--- src/include/wiscDecode_config.svh ---
`ifndef WISCDECODE_CONFIG_SVH
`define WISCDECODE_CONFIG_SVH

// Data and PC width in bits
`define WORD_WIDTH 16

// Architectural registers, R0 is an ordinary register in this ISA
`define REG_COUNT 8

// JAL and JALR return their link value through this register
`define LINK_REG 7

// Instructions are two bytes apart
`define PC_STEP 2

`endif

--- src/source/isaPkg.sv ---
`default_nettype none

`include "wiscDecode_config.svh"

package isaPkg;

   typedef logic [`WORD_WIDTH-1:0] word_t;              // One data word or one PC value
   typedef logic [$clog2(`REG_COUNT)-1:0] regAddr_t;    // Register index
   typedef logic [15:0] instr_t;                        // Raw instruction, fixed by the ISA

   // Major opcode in bits 15 to 11
   // Register-format arithmetic gets its own opcode per operation
   typedef enum logic [4:0] {
      HALT = 5'b00000,
      NOP  = 5'b00001,
      J    = 5'b00100,    // PC-relative, 11-bit displacement
      JR   = 5'b00101,    // Rs plus 8-bit immediate
      JAL  = 5'b00110,
      JALR = 5'b00111,
      ADDI = 5'b01000,
      SUBI = 5'b01001,
      BEQZ = 5'b01100,    // The four branches share bits 15 to 13
      BNEZ = 5'b01101,
      BLTZ = 5'b01110,
      BGEZ = 5'b01111,
      LBI  = 5'b11000,
      SUB  = 5'b11010,
      ADD  = 5'b11011
   } opcode_t;

   // Branch condition held in bits 12 to 11 of a branch opcode
   typedef enum logic [1:0] {
      EQZ = 2'b00,
      NEZ = 2'b01,
      LTZ = 2'b10,
      GEZ = 2'b11
   } branchCond_t;

   // Conditional branches, taken only when the condition holds
   function automatic logic isBranch(opcode_t op);
      return op inside {BEQZ, BNEZ, BLTZ, BGEZ};
   endfunction

   // Unconditional control transfers
   function automatic logic isJump(opcode_t op);
      return op inside {J, JAL, JR, JALR};
   endfunction

   // Jumps that leave PC+2 behind in the link register
   function automatic logic isLink(opcode_t op);
      return op inside {JAL, JALR};
   endfunction

endpackage

`default_nettype wire

--- src/source/pipePkg.sv ---
`default_nettype none

package pipePkg;

   // Fetch to decode, one instruction and the PC it was fetched from
   typedef struct packed {
      isaPkg::instr_t instr;
      isaPkg::word_t  pc;
   } fetchBundle_t;

   // Result that a later stage is about to write back
   typedef struct packed {
      logic             valid;     // Clear when the stage holds no register result
      isaPkg::regAddr_t regAddr;
      isaPkg::word_t    value;
   } forwardSrc_t;

   // Register file write from writeback
   typedef struct packed {
      logic             enable;
      isaPkg::regAddr_t addr;
      isaPkg::word_t    data;
   } wbWrite_t;

   // Decode to execute
   // Taken and nextPc are also what fetch needs for redirection
   typedef struct packed {
      isaPkg::opcode_t  opcode;
      isaPkg::regAddr_t destReg;
      logic             destWrite;   // Instruction writes destReg on retirement
      isaPkg::word_t    rsValue;     // Forwarded operands
      isaPkg::word_t    rtValue;
      isaPkg::word_t    immediate;   // Already sign-extended for its format
      isaPkg::word_t    linkValue;   // PC+2 for JAL and JALR, zero otherwise
      logic             taken;
      isaPkg::word_t    nextPc;
      logic             halt;
   } decodedBundle_t;

endpackage

`default_nettype wire

--- src/source/branchResolve.sv ---
`timescale 1ns/10ps
`default_nettype none

`include "wiscDecode_config.svh"

module branchResolve (
   input  isaPkg::word_t   pc,
   input  isaPkg::opcode_t opcode,
   input  isaPkg::word_t   rsValue,
   input  isaPkg::word_t   immediate,
   output logic            taken,
   output isaPkg::word_t   nextPc,
   output isaPkg::word_t   pcPlusStep
);
   import isaPkg::*;

   branchCond_t cond;
   logic        rsZero;
   logic        rsNegative;
   logic        condMet;
   word_t       pcRelTarget;
   word_t       regTarget;

   assign rsZero     = (rsValue == '0);
   assign rsNegative = rsValue[`WORD_WIDTH-1];   // Two's complement sign

   // Low two opcode bits name the condition of a branch
   assign cond = branchCond_t'(opcode[1:0]);

   always_comb begin
      case (cond)
         EQZ: condMet = rsZero;
         NEZ: condMet = !rsZero;
         LTZ: condMet = rsNegative;
         GEZ: condMet = !rsNegative;
         default: condMet = 1'b0;
      endcase
   end

   // The three target adders
   assign pcPlusStep  = pc + word_t'(`PC_STEP);
   assign pcRelTarget = pcPlusStep + immediate;   // Branches, J and JAL
   assign regTarget   = rsValue + immediate;      // JR and JALR

   assign taken = (isBranch(opcode) && condMet) || isJump(opcode);

   always_comb begin
      if (isBranch(opcode) && condMet)
         nextPc = pcRelTarget;
      else if (opcode == J || opcode == JAL)
         nextPc = pcRelTarget;                    // Immediate holds the 11-bit displacement
      else if (opcode == JR || opcode == JALR)
         nextPc = regTarget;
      else
         nextPc = pcPlusStep;                     // Fall-through
   end

endmodule

`default_nettype wire

--- src/source/decodeControl.sv ---
`timescale 1ns/10ps
`default_nettype none

`include "wiscDecode_config.svh"

module decodeControl (
   input  logic                   clk,
   input  logic                   arstN,
   input  pipePkg::fetchBundle_t  inBundle,
   input  logic                   inValid,
   output logic                   inReady,
   output pipePkg::decodedBundle_t outBundle,
   output logic                   outValid,
   input  logic                   outReady,
   output isaPkg::regAddr_t       rsAddr,
   output isaPkg::regAddr_t       rtAddr,
   input  isaPkg::word_t          rsValue,
   input  isaPkg::word_t          rtValue,
   output isaPkg::word_t          immediate,
   output isaPkg::opcode_t        opcode,
   input  logic                   taken,
   input  isaPkg::word_t          nextPc,
   input  isaPkg::word_t          pcPlusStep
);
   import isaPkg::*;
   import pipePkg::*;

   typedef enum logic {RUN, HALTED} runState_t;

   runState_t      state;
   instr_t         instr;
   regAddr_t       destReg;
   logic           destWrite;
   logic           accept;
   decodedBundle_t nextBundle;

   assign instr  = inBundle.instr;
   assign opcode = opcode_t'(instr[15:11]);   // Unlisted encodings fall through as NOP
   assign rsAddr = instr[10:8];
   assign rtAddr = instr[7:5];

   // Destination and immediate depend on the instruction format
   always_comb begin
      destReg   = '0;
      destWrite = 1'b0;
      immediate = '0;
      case (opcode)
         ADD, SUB: begin
            destReg   = instr[4:2];   // Register format writes Rd
            destWrite = 1'b1;
         end
         ADDI, SUBI: begin
            destReg   = rtAddr;
            destWrite = 1'b1;
            immediate = {{(`WORD_WIDTH-5){instr[4]}}, instr[4:0]};
         end
         LBI: begin
            destReg   = rsAddr;       // LBI loads into Rs itself
            destWrite = 1'b1;
            immediate = {{(`WORD_WIDTH-8){instr[7]}}, instr[7:0]};
         end
         BEQZ, BNEZ, BLTZ, BGEZ, JR: begin
            immediate = {{(`WORD_WIDTH-8){instr[7]}}, instr[7:0]};
         end
         JALR: begin
            destReg   = regAddr_t'(`LINK_REG);
            destWrite = 1'b1;
            immediate = {{(`WORD_WIDTH-8){instr[7]}}, instr[7:0]};
         end
         J: immediate = {{(`WORD_WIDTH-11){instr[10]}}, instr[10:0]};
         JAL: begin
            destReg   = regAddr_t'(`LINK_REG);
            destWrite = 1'b1;
            immediate = {{(`WORD_WIDTH-11){instr[10]}}, instr[10:0]};
         end
         default: ;                   // NOP and HALT carry nothing
      endcase
   end

   always_comb begin
      nextBundle.opcode    = opcode;
      nextBundle.destReg   = destReg;
      nextBundle.destWrite = destWrite;
      nextBundle.rsValue   = rsValue;
      nextBundle.rtValue   = rtValue;
      nextBundle.immediate = immediate;
      // The link write happens later through writeback, not here
      nextBundle.linkValue = isLink(opcode) ? pcPlusStep : '0;
      nextBundle.taken     = taken;
      nextBundle.nextPc    = nextPc;
      nextBundle.halt      = (opcode == HALT);
   end

   // One-deep output register, refilled in the same cycle it drains
   assign inReady = (state == RUN) && (!outValid || outReady);
   assign accept  = inValid && inReady;

   always_ff @(posedge clk or negedge arstN) begin
      if (!arstN) begin
         state    <= RUN;
         outValid <= 1'b0;
      end else begin
         if (accept && nextBundle.halt)
            state <= HALTED;          // Sticky until the next reset
         if (accept)
            outValid <= 1'b1;
         else if (outReady)
            outValid <= 1'b0;
      end
   end

   always_ff @(posedge clk) begin
      if (accept)
         outBundle <= nextBundle;
   end

   // A HALT closes the input from the following cycle on
   haltClosesInput: assert property (@(posedge clk) disable iff (!arstN)
      accept && nextBundle.halt |=> state == HALTED && !inReady);

   haltIsSticky: assert property (@(posedge clk) disable iff (!arstN)
      state == HALTED |=> state == HALTED && !inReady);

   // Execute must see the same bundle until it takes it
   outHoldsUnderStall: assert property (@(posedge clk) disable iff (!arstN)
      outValid && !outReady |=> outValid && $stable(outBundle));

endmodule

`default_nettype wire

--- src/source/operandForward.sv ---
`timescale 1ns/10ps
`default_nettype none

module operandForward (
   input  isaPkg::regAddr_t    rsAddr,
   input  isaPkg::regAddr_t    rtAddr,
   input  isaPkg::word_t       rsFile,
   input  isaPkg::word_t       rtFile,
   input  pipePkg::forwardSrc_t exForward,
   input  pipePkg::forwardSrc_t memForward,
   output isaPkg::word_t       rsValue,
   output isaPkg::word_t       rtValue
);
   import isaPkg::*;

   // The youngest result wins, so execute beats memory beats the file
   function automatic word_t pickOperand(regAddr_t addr, word_t fileValue);
      if (exForward.valid && exForward.regAddr == addr)
         return exForward.value;
      else if (memForward.valid && memForward.regAddr == addr)
         return memForward.value;
      return fileValue;
   endfunction

   assign rsValue = pickOperand(rsAddr, rsFile);
   assign rtValue = pickOperand(rtAddr, rtFile);

   // A valid forward with X data would corrupt the operand silently
   always_comb begin
      if (exForward.valid)
         assert (!$isunknown(exForward.value))
            else $error("Unknown value on valid execute forward");
      if (memForward.valid)
         assert (!$isunknown(memForward.value))
            else $error("Unknown value on valid memory forward");
   end

endmodule

`default_nettype wire

--- src/source/regFile.sv ---
`timescale 1ns/10ps
`default_nettype none

`include "wiscDecode_config.svh"

module regFile (
   input  logic              clk,
   input  logic              arstN,
   input  pipePkg::wbWrite_t wbWrite,
   input  isaPkg::regAddr_t  rsAddr,
   input  isaPkg::regAddr_t  rtAddr,
   output isaPkg::word_t     rsData,
   output isaPkg::word_t     rtData
);
   import isaPkg::*;

   word_t regs [`REG_COUNT];

   // All registers start at zero, R0 included
   always_ff @(posedge clk or negedge arstN) begin
      if (!arstN) begin
         for (int i = 0; i < `REG_COUNT; i++)
            regs[i] <= '0;
      end else if (wbWrite.enable) begin
         regs[wbWrite.addr] <= wbWrite.data;
      end
   end

   // Write-through lets decode read a value retiring in this same cycle
   always_comb begin
      if (wbWrite.enable && wbWrite.addr == rsAddr)
         rsData = wbWrite.data;
      else
         rsData = regs[rsAddr];
   end

   always_comb begin
      if (wbWrite.enable && wbWrite.addr == rtAddr)
         rtData = wbWrite.data;
      else
         rtData = regs[rtAddr];
   end

   // Every address takes a write, register 0 is not hardwired
   writeLands: assert property (@(posedge clk) disable iff (!arstN)
      wbWrite.enable |=> regs[$past(wbWrite.addr)] == $past(wbWrite.data));

endmodule

`default_nettype wire

--- src/source/wiscDecode.sv ---
`timescale 1ns/10ps
`default_nettype none

module wiscDecode (
   input  logic                    clk,
   input  logic                    arstN,
   input  pipePkg::fetchBundle_t   inBundle,
   input  logic                    inValid,
   output logic                    inReady,
   output pipePkg::decodedBundle_t outBundle,
   output logic                    outValid,
   input  logic                    outReady,
   input  pipePkg::forwardSrc_t    exForward,
   input  pipePkg::forwardSrc_t    memForward,
   input  pipePkg::wbWrite_t       wbWrite
);
   import isaPkg::*;

   regAddr_t rsAddr;
   regAddr_t rtAddr;
   word_t    rsFile;       // Register file read data before forwarding
   word_t    rtFile;
   word_t    rsValue;      // Operands after forwarding
   word_t    rtValue;
   word_t    immediate;
   opcode_t  opcode;
   logic     taken;
   word_t    nextPc;
   word_t    pcPlusStep;

   decodeControl u_decodeControl (
      .clk        (clk),
      .arstN      (arstN),
      .inBundle   (inBundle),
      .inValid    (inValid),
      .inReady    (inReady),
      .outBundle  (outBundle),
      .outValid   (outValid),
      .outReady   (outReady),
      .rsAddr     (rsAddr),
      .rtAddr     (rtAddr),
      .rsValue    (rsValue),
      .rtValue    (rtValue),
      .immediate  (immediate),
      .opcode     (opcode),
      .taken      (taken),
      .nextPc     (nextPc),
      .pcPlusStep (pcPlusStep)
   );

   regFile u_regFile (
      .clk     (clk),
      .arstN   (arstN),
      .wbWrite (wbWrite),
      .rsAddr  (rsAddr),
      .rtAddr  (rtAddr),
      .rsData  (rsFile),
      .rtData  (rtFile)
   );

   operandForward u_operandForward (
      .rsAddr     (rsAddr),
      .rtAddr     (rtAddr),
      .rsFile     (rsFile),
      .rtFile     (rtFile),
      .exForward  (exForward),
      .memForward (memForward),
      .rsValue    (rsValue),
      .rtValue    (rtValue)
   );

   // Branches test the forwarded Rs, not the stale file value
   branchResolve u_branchResolve (
      .pc         (inBundle.pc),
      .opcode     (opcode),
      .rsValue    (rsValue),
      .immediate  (immediate),
      .taken      (taken),
      .nextPc     (nextPc),
      .pcPlusStep (pcPlusStep)
   );

endmodule

`default_nettype wire

--- config.mk ---
export PLATFORM = sky130hd
export DESIGN_NAME = wiscDecode
export DESIGN_NICKNAME = d
export VERILOG_FILES = /design/src/source/isaPkg.sv /design/src/source/pipePkg.sv /design/src/source/branchResolve.sv /design/src/source/decodeControl.sv /design/src/source/operandForward.sv /design/src/source/regFile.sv /design/src/source/wiscDecode.sv
export VERILOG_INCLUDE_DIRS = /design/src /design/src/include
export SDC_FILE = /design/constraint.sdc
export NUM_CORES = 1
export LEC_CHECK = 0
export ABC_AREA = 1
export BUFFER_PORTS_ARGS = -buffer_cell sky130_fd_sc_hd__clkbuf_2
export CAP_MARGIN = 20
export CORE_UTILIZATION = 45
export CTS_CLUSTER_DIAMETER = 40
export DETAILED_ROUTE_END_ITERATION = 16
export HOLD_SLACK_MARGIN = 0.05
export PLACE_DENSITY = 0.64
export SKIP_LAST_GASP = 1
export SYNTH_ARGS = -nofsm -noshare
export SYNTH_HDL_FRONTEND = slang
export SYNTH_HIERARCHICAL = 1
export SYNTH_SLANG_ARGS = --single-unit
--- constraint.sdc ---
create_clock -name clk -period 6.78 [get_ports clk]
set_input_delay 1.356 -clock clk [delete_from_list [all_inputs] [get_ports clk]]
set_output_delay 1.356 -clock clk [all_outputs]
set_load 0.02 [all_outputs]
==> results.toml <==
[clock_tree]
clockBufferDepth = 3
cts_setup_buffers = 0
cts_resized = 0
clk_pin_slew_ns = 0.05
h-tree-depth = 2
cts_inserted_buffers = 42
worstSkewPairLatency_ns = 0.56
cts_hold_buf = 0
cts_sinks = 216
cts_tree = "done"
root_buffer = "clkbuf_16"

[placement]
place_hpwl_um = 35200
placed_cell_area_mm2 = 0.0161
port_buffers = 188
place_congestion = 0.915

[floorplan]
dieArea_mm2 = 0.0345
num_io_pins = 189
dieWidth_um = 186
start_util_pct = 46.2
rows = 66
dieHeight_um = 186
core_mm2 = 0.0329

[synthesis]
synth_top_area_share_pct = 21.4
netlist_area_mm2 = 0.0152
avgSynthCellArea_um2 = 6.81
synth_warnings = 6
yosys_register_bits = 216
synthCells = 2231
yosys.area.top_type = "dfrtp_1"
yosysUniqueCellTypes = 43
netlist_top_cells_area = "dfrtp_1 21%, nand2_1 19%, edfxtp_1 17%, nand3_1 12%, inv_1 7.7%"
ys_seq_area_share_pct = 38.4
synthesis.nets = 2363

[grt]
grt_max_degree = 71
grt_pass1_vias = 13900
grt-ovfl-total = 0
grt_use_total_pct = 29.4
antenna_found_initial = 0
grt_pass1_wl_um = 78000

[route]
drt-total-wl_um = 50600
drt_iter0_drc = 1589
drt_pass1_iterations = 6
route.detailed.drc = 0
wire_per_inst_um = 17.9
num_vias = 15200
drt-vias-per-instance = 5.39
final_antenna_net_count = 0

[final_layout]
drive_gt1_share_pct = 14.5
design_area_mm2 = 0.0175
num_antenna_cells = 0
nets = 2483
post-route-util_pct = 53.3
syn2layout_area_growth_pct = 15.3

[min_path]
hold_depth = 2
hold_path_class = "flop to flop"

[outcome]
outcome = "complete, no violations"

[sta]
worst_pin_slew_ns = 0.977
clock.fmax_mhz = 216
fin_crit_sh_pct = 68.4
finalSetupViolations = 0
slew_violations = 0
grt_setup_unrepaired = "no"
finalHoldViolCount = 0
maxSlewHeadroom_pct = 34.7
period_needed_ns = 4.64
setup_tns_ns = 0
finClkSkew_ns = 0.0309

[worst_setup_path]
critPathArrivalTime_ns = 4.92
startpoint_type = "primary input"
critPathCaptureType = "flop"
required_ns = 7.06
crit_fanout = 24
path_class = "primary input to flop"
timing.reg2reg.worst_path_depth = 17

[power]
ir_drop_uv = 198
p_leak_nw = 9.42
power_density_mw_per_mm2 = 268

[flow_run]
cap_viol_max_count = 0
-- registers in the layout, indices dropped and copies added, names as in the netlist --
register / count
u_decodeControl/outBundle: 86
u_regFile/regs: 128
u_decodeControl/state: 1
u_decodeControl/outValid: 1
-- critical path, stage by stage --
cell and delay, ns:
clkbuf_2 0.54, inv_2 0.36, nand2_1 0.14, nand2_1 0.07, nor2_2 0.15, nand2_4 0.18, inv_6 0.18, nand2_1 0.07
nand2_1 0.08, nand3_1 0.08, nand2_1 0.15, ha_1 0.20, inv_1 0.07, fa_1 0.39, inv_1 0.11, nand3_1 0.07
nand3_1 0.16, nand2_1 0.10, nand3_1 0.09, nand3_1 0.08, nand2_1 0.08, nand2_1 0.04, o21ai_1 0.08, inv_1 0.05
-- routing by layer --
layer / up-vias / GRT usage, % / wire (µm)
li1: 7272 / - / -
met1: 7040 / 42.9 / 23200
met2: 806 / 44.3 / 21300
met3: 103 / 4.34 / 4670
met4: 0 / 9.87 / 1480
met5: - / 0 / 0
-- area by class of cell --
type,count,area [µm²]
clock buffer,51,1110
clock inverter,24,300
fill,3328,15300
inverter,328,1240
multi-input combinational,1556,7370
sequential,216,5840
tap,442,553
timing repair buffer,207,1120
-- cell usage in the layout (no fill, tap or decap), drive strengths merged --
cell / instances
nand2: 796
nand3: 388
inv: 333
clkbuf: 238
o21ai: 143
dfrtp: 130
nor2: 108
edfxtp: 86
ha: 34
a21oi: 26
buf: 20
nor3: 12
nand4: 11
xor2: 10
clkinv: 9
xnor2: 8
clkinvlp: 6
or2: 5
bufinv: 4
a21o: 3
o21bai: 3
and2: 2
nand3b: 2
fa: 2
and3: 1
o31ai: 1
o22ai: 1
-- synth_stat cells (all sizes together) --
cell    instances
a21o            3
a21oi          26
and2            2
and3            1
buf           102
clkbuf         29
dfrtp         130
edfxtp         86
fa              2
ha             34
inv           328
nand2         796
nand3         388
nand3b          2
nand4          11
nor2          108
nor3           12
o21ai         143
o21bai          3
o22ai           1
o31ai           1
or2             5
xnor2           8
xor2           10
-- report_power, final --
| part | leakage, nW | switching (mW) | total (mW) | internal, mW |
|---|---|---|---|---|
| clock | 0.675 | 0.743 | 2.08 | 1.34 |
| combinational | 6.31 | 0.693 | 1.02 | 0.327 |
| sequential | 2.44 | 0.0763 | 1.59 | 1.52 |
-- kinds of logic after synthesis --
logic type / Yosys count / share of synthesized area (%)
buffers and inverters: 459 / 13.2
flip-flops: 216 / 38.4
XOR/XNOR: 18 / 1.04
AO/OA/AOI/OAI: 177 / 5.95
adder cells (fa/ha/maj): 36 / 3.06
AND/OR/NAND/NOR: 1325 / 38.3
-- stage by stage --
stage	setup WS, ns	hold slack [ns]	cells	total power, mW
finish	2.14	0.480	2824	4.70
global route	1.75	0.500	2824	4.93
CTS	2.26	0.485	2822	4.70
detailed placement	1.73	0.472	2747	2.60
global placement	1.85	0.466	2746	2.59
floorplan	1.49	0.453	2231	2.33
-- final timing paths --
path                                                      start                                       to  slack (ns)
worst max-delay path                               inBundle[26]   u_decodeControl/outBundle[9]$_DFFE_PP_        2.14
worst max register to register   u_regFile/regs[76]$_DFFE_PN0P_  u_decodeControl/outBundle[16]$_DFFE_PP_        3.84
max in group asynchronous                                 arstN           u_regFile/regs[32]$_DFFE_PN0P_        4.40
worst min register to register  u_regFile/regs[119]$_DFFE_PN0P_          u_regFile/regs[119]$_DFFE_PN0P_        0.48
worst min-delay path            u_regFile/regs[119]$_DFFE_PN0P_          u_regFile/regs[119]$_DFFE_PN0P_        0.48
min in group asynchronous                                 arstN           u_regFile/regs[71]$_DFFE_PN0P_        0.89
No activity file was read; power rests on OpenSTA's default activity.
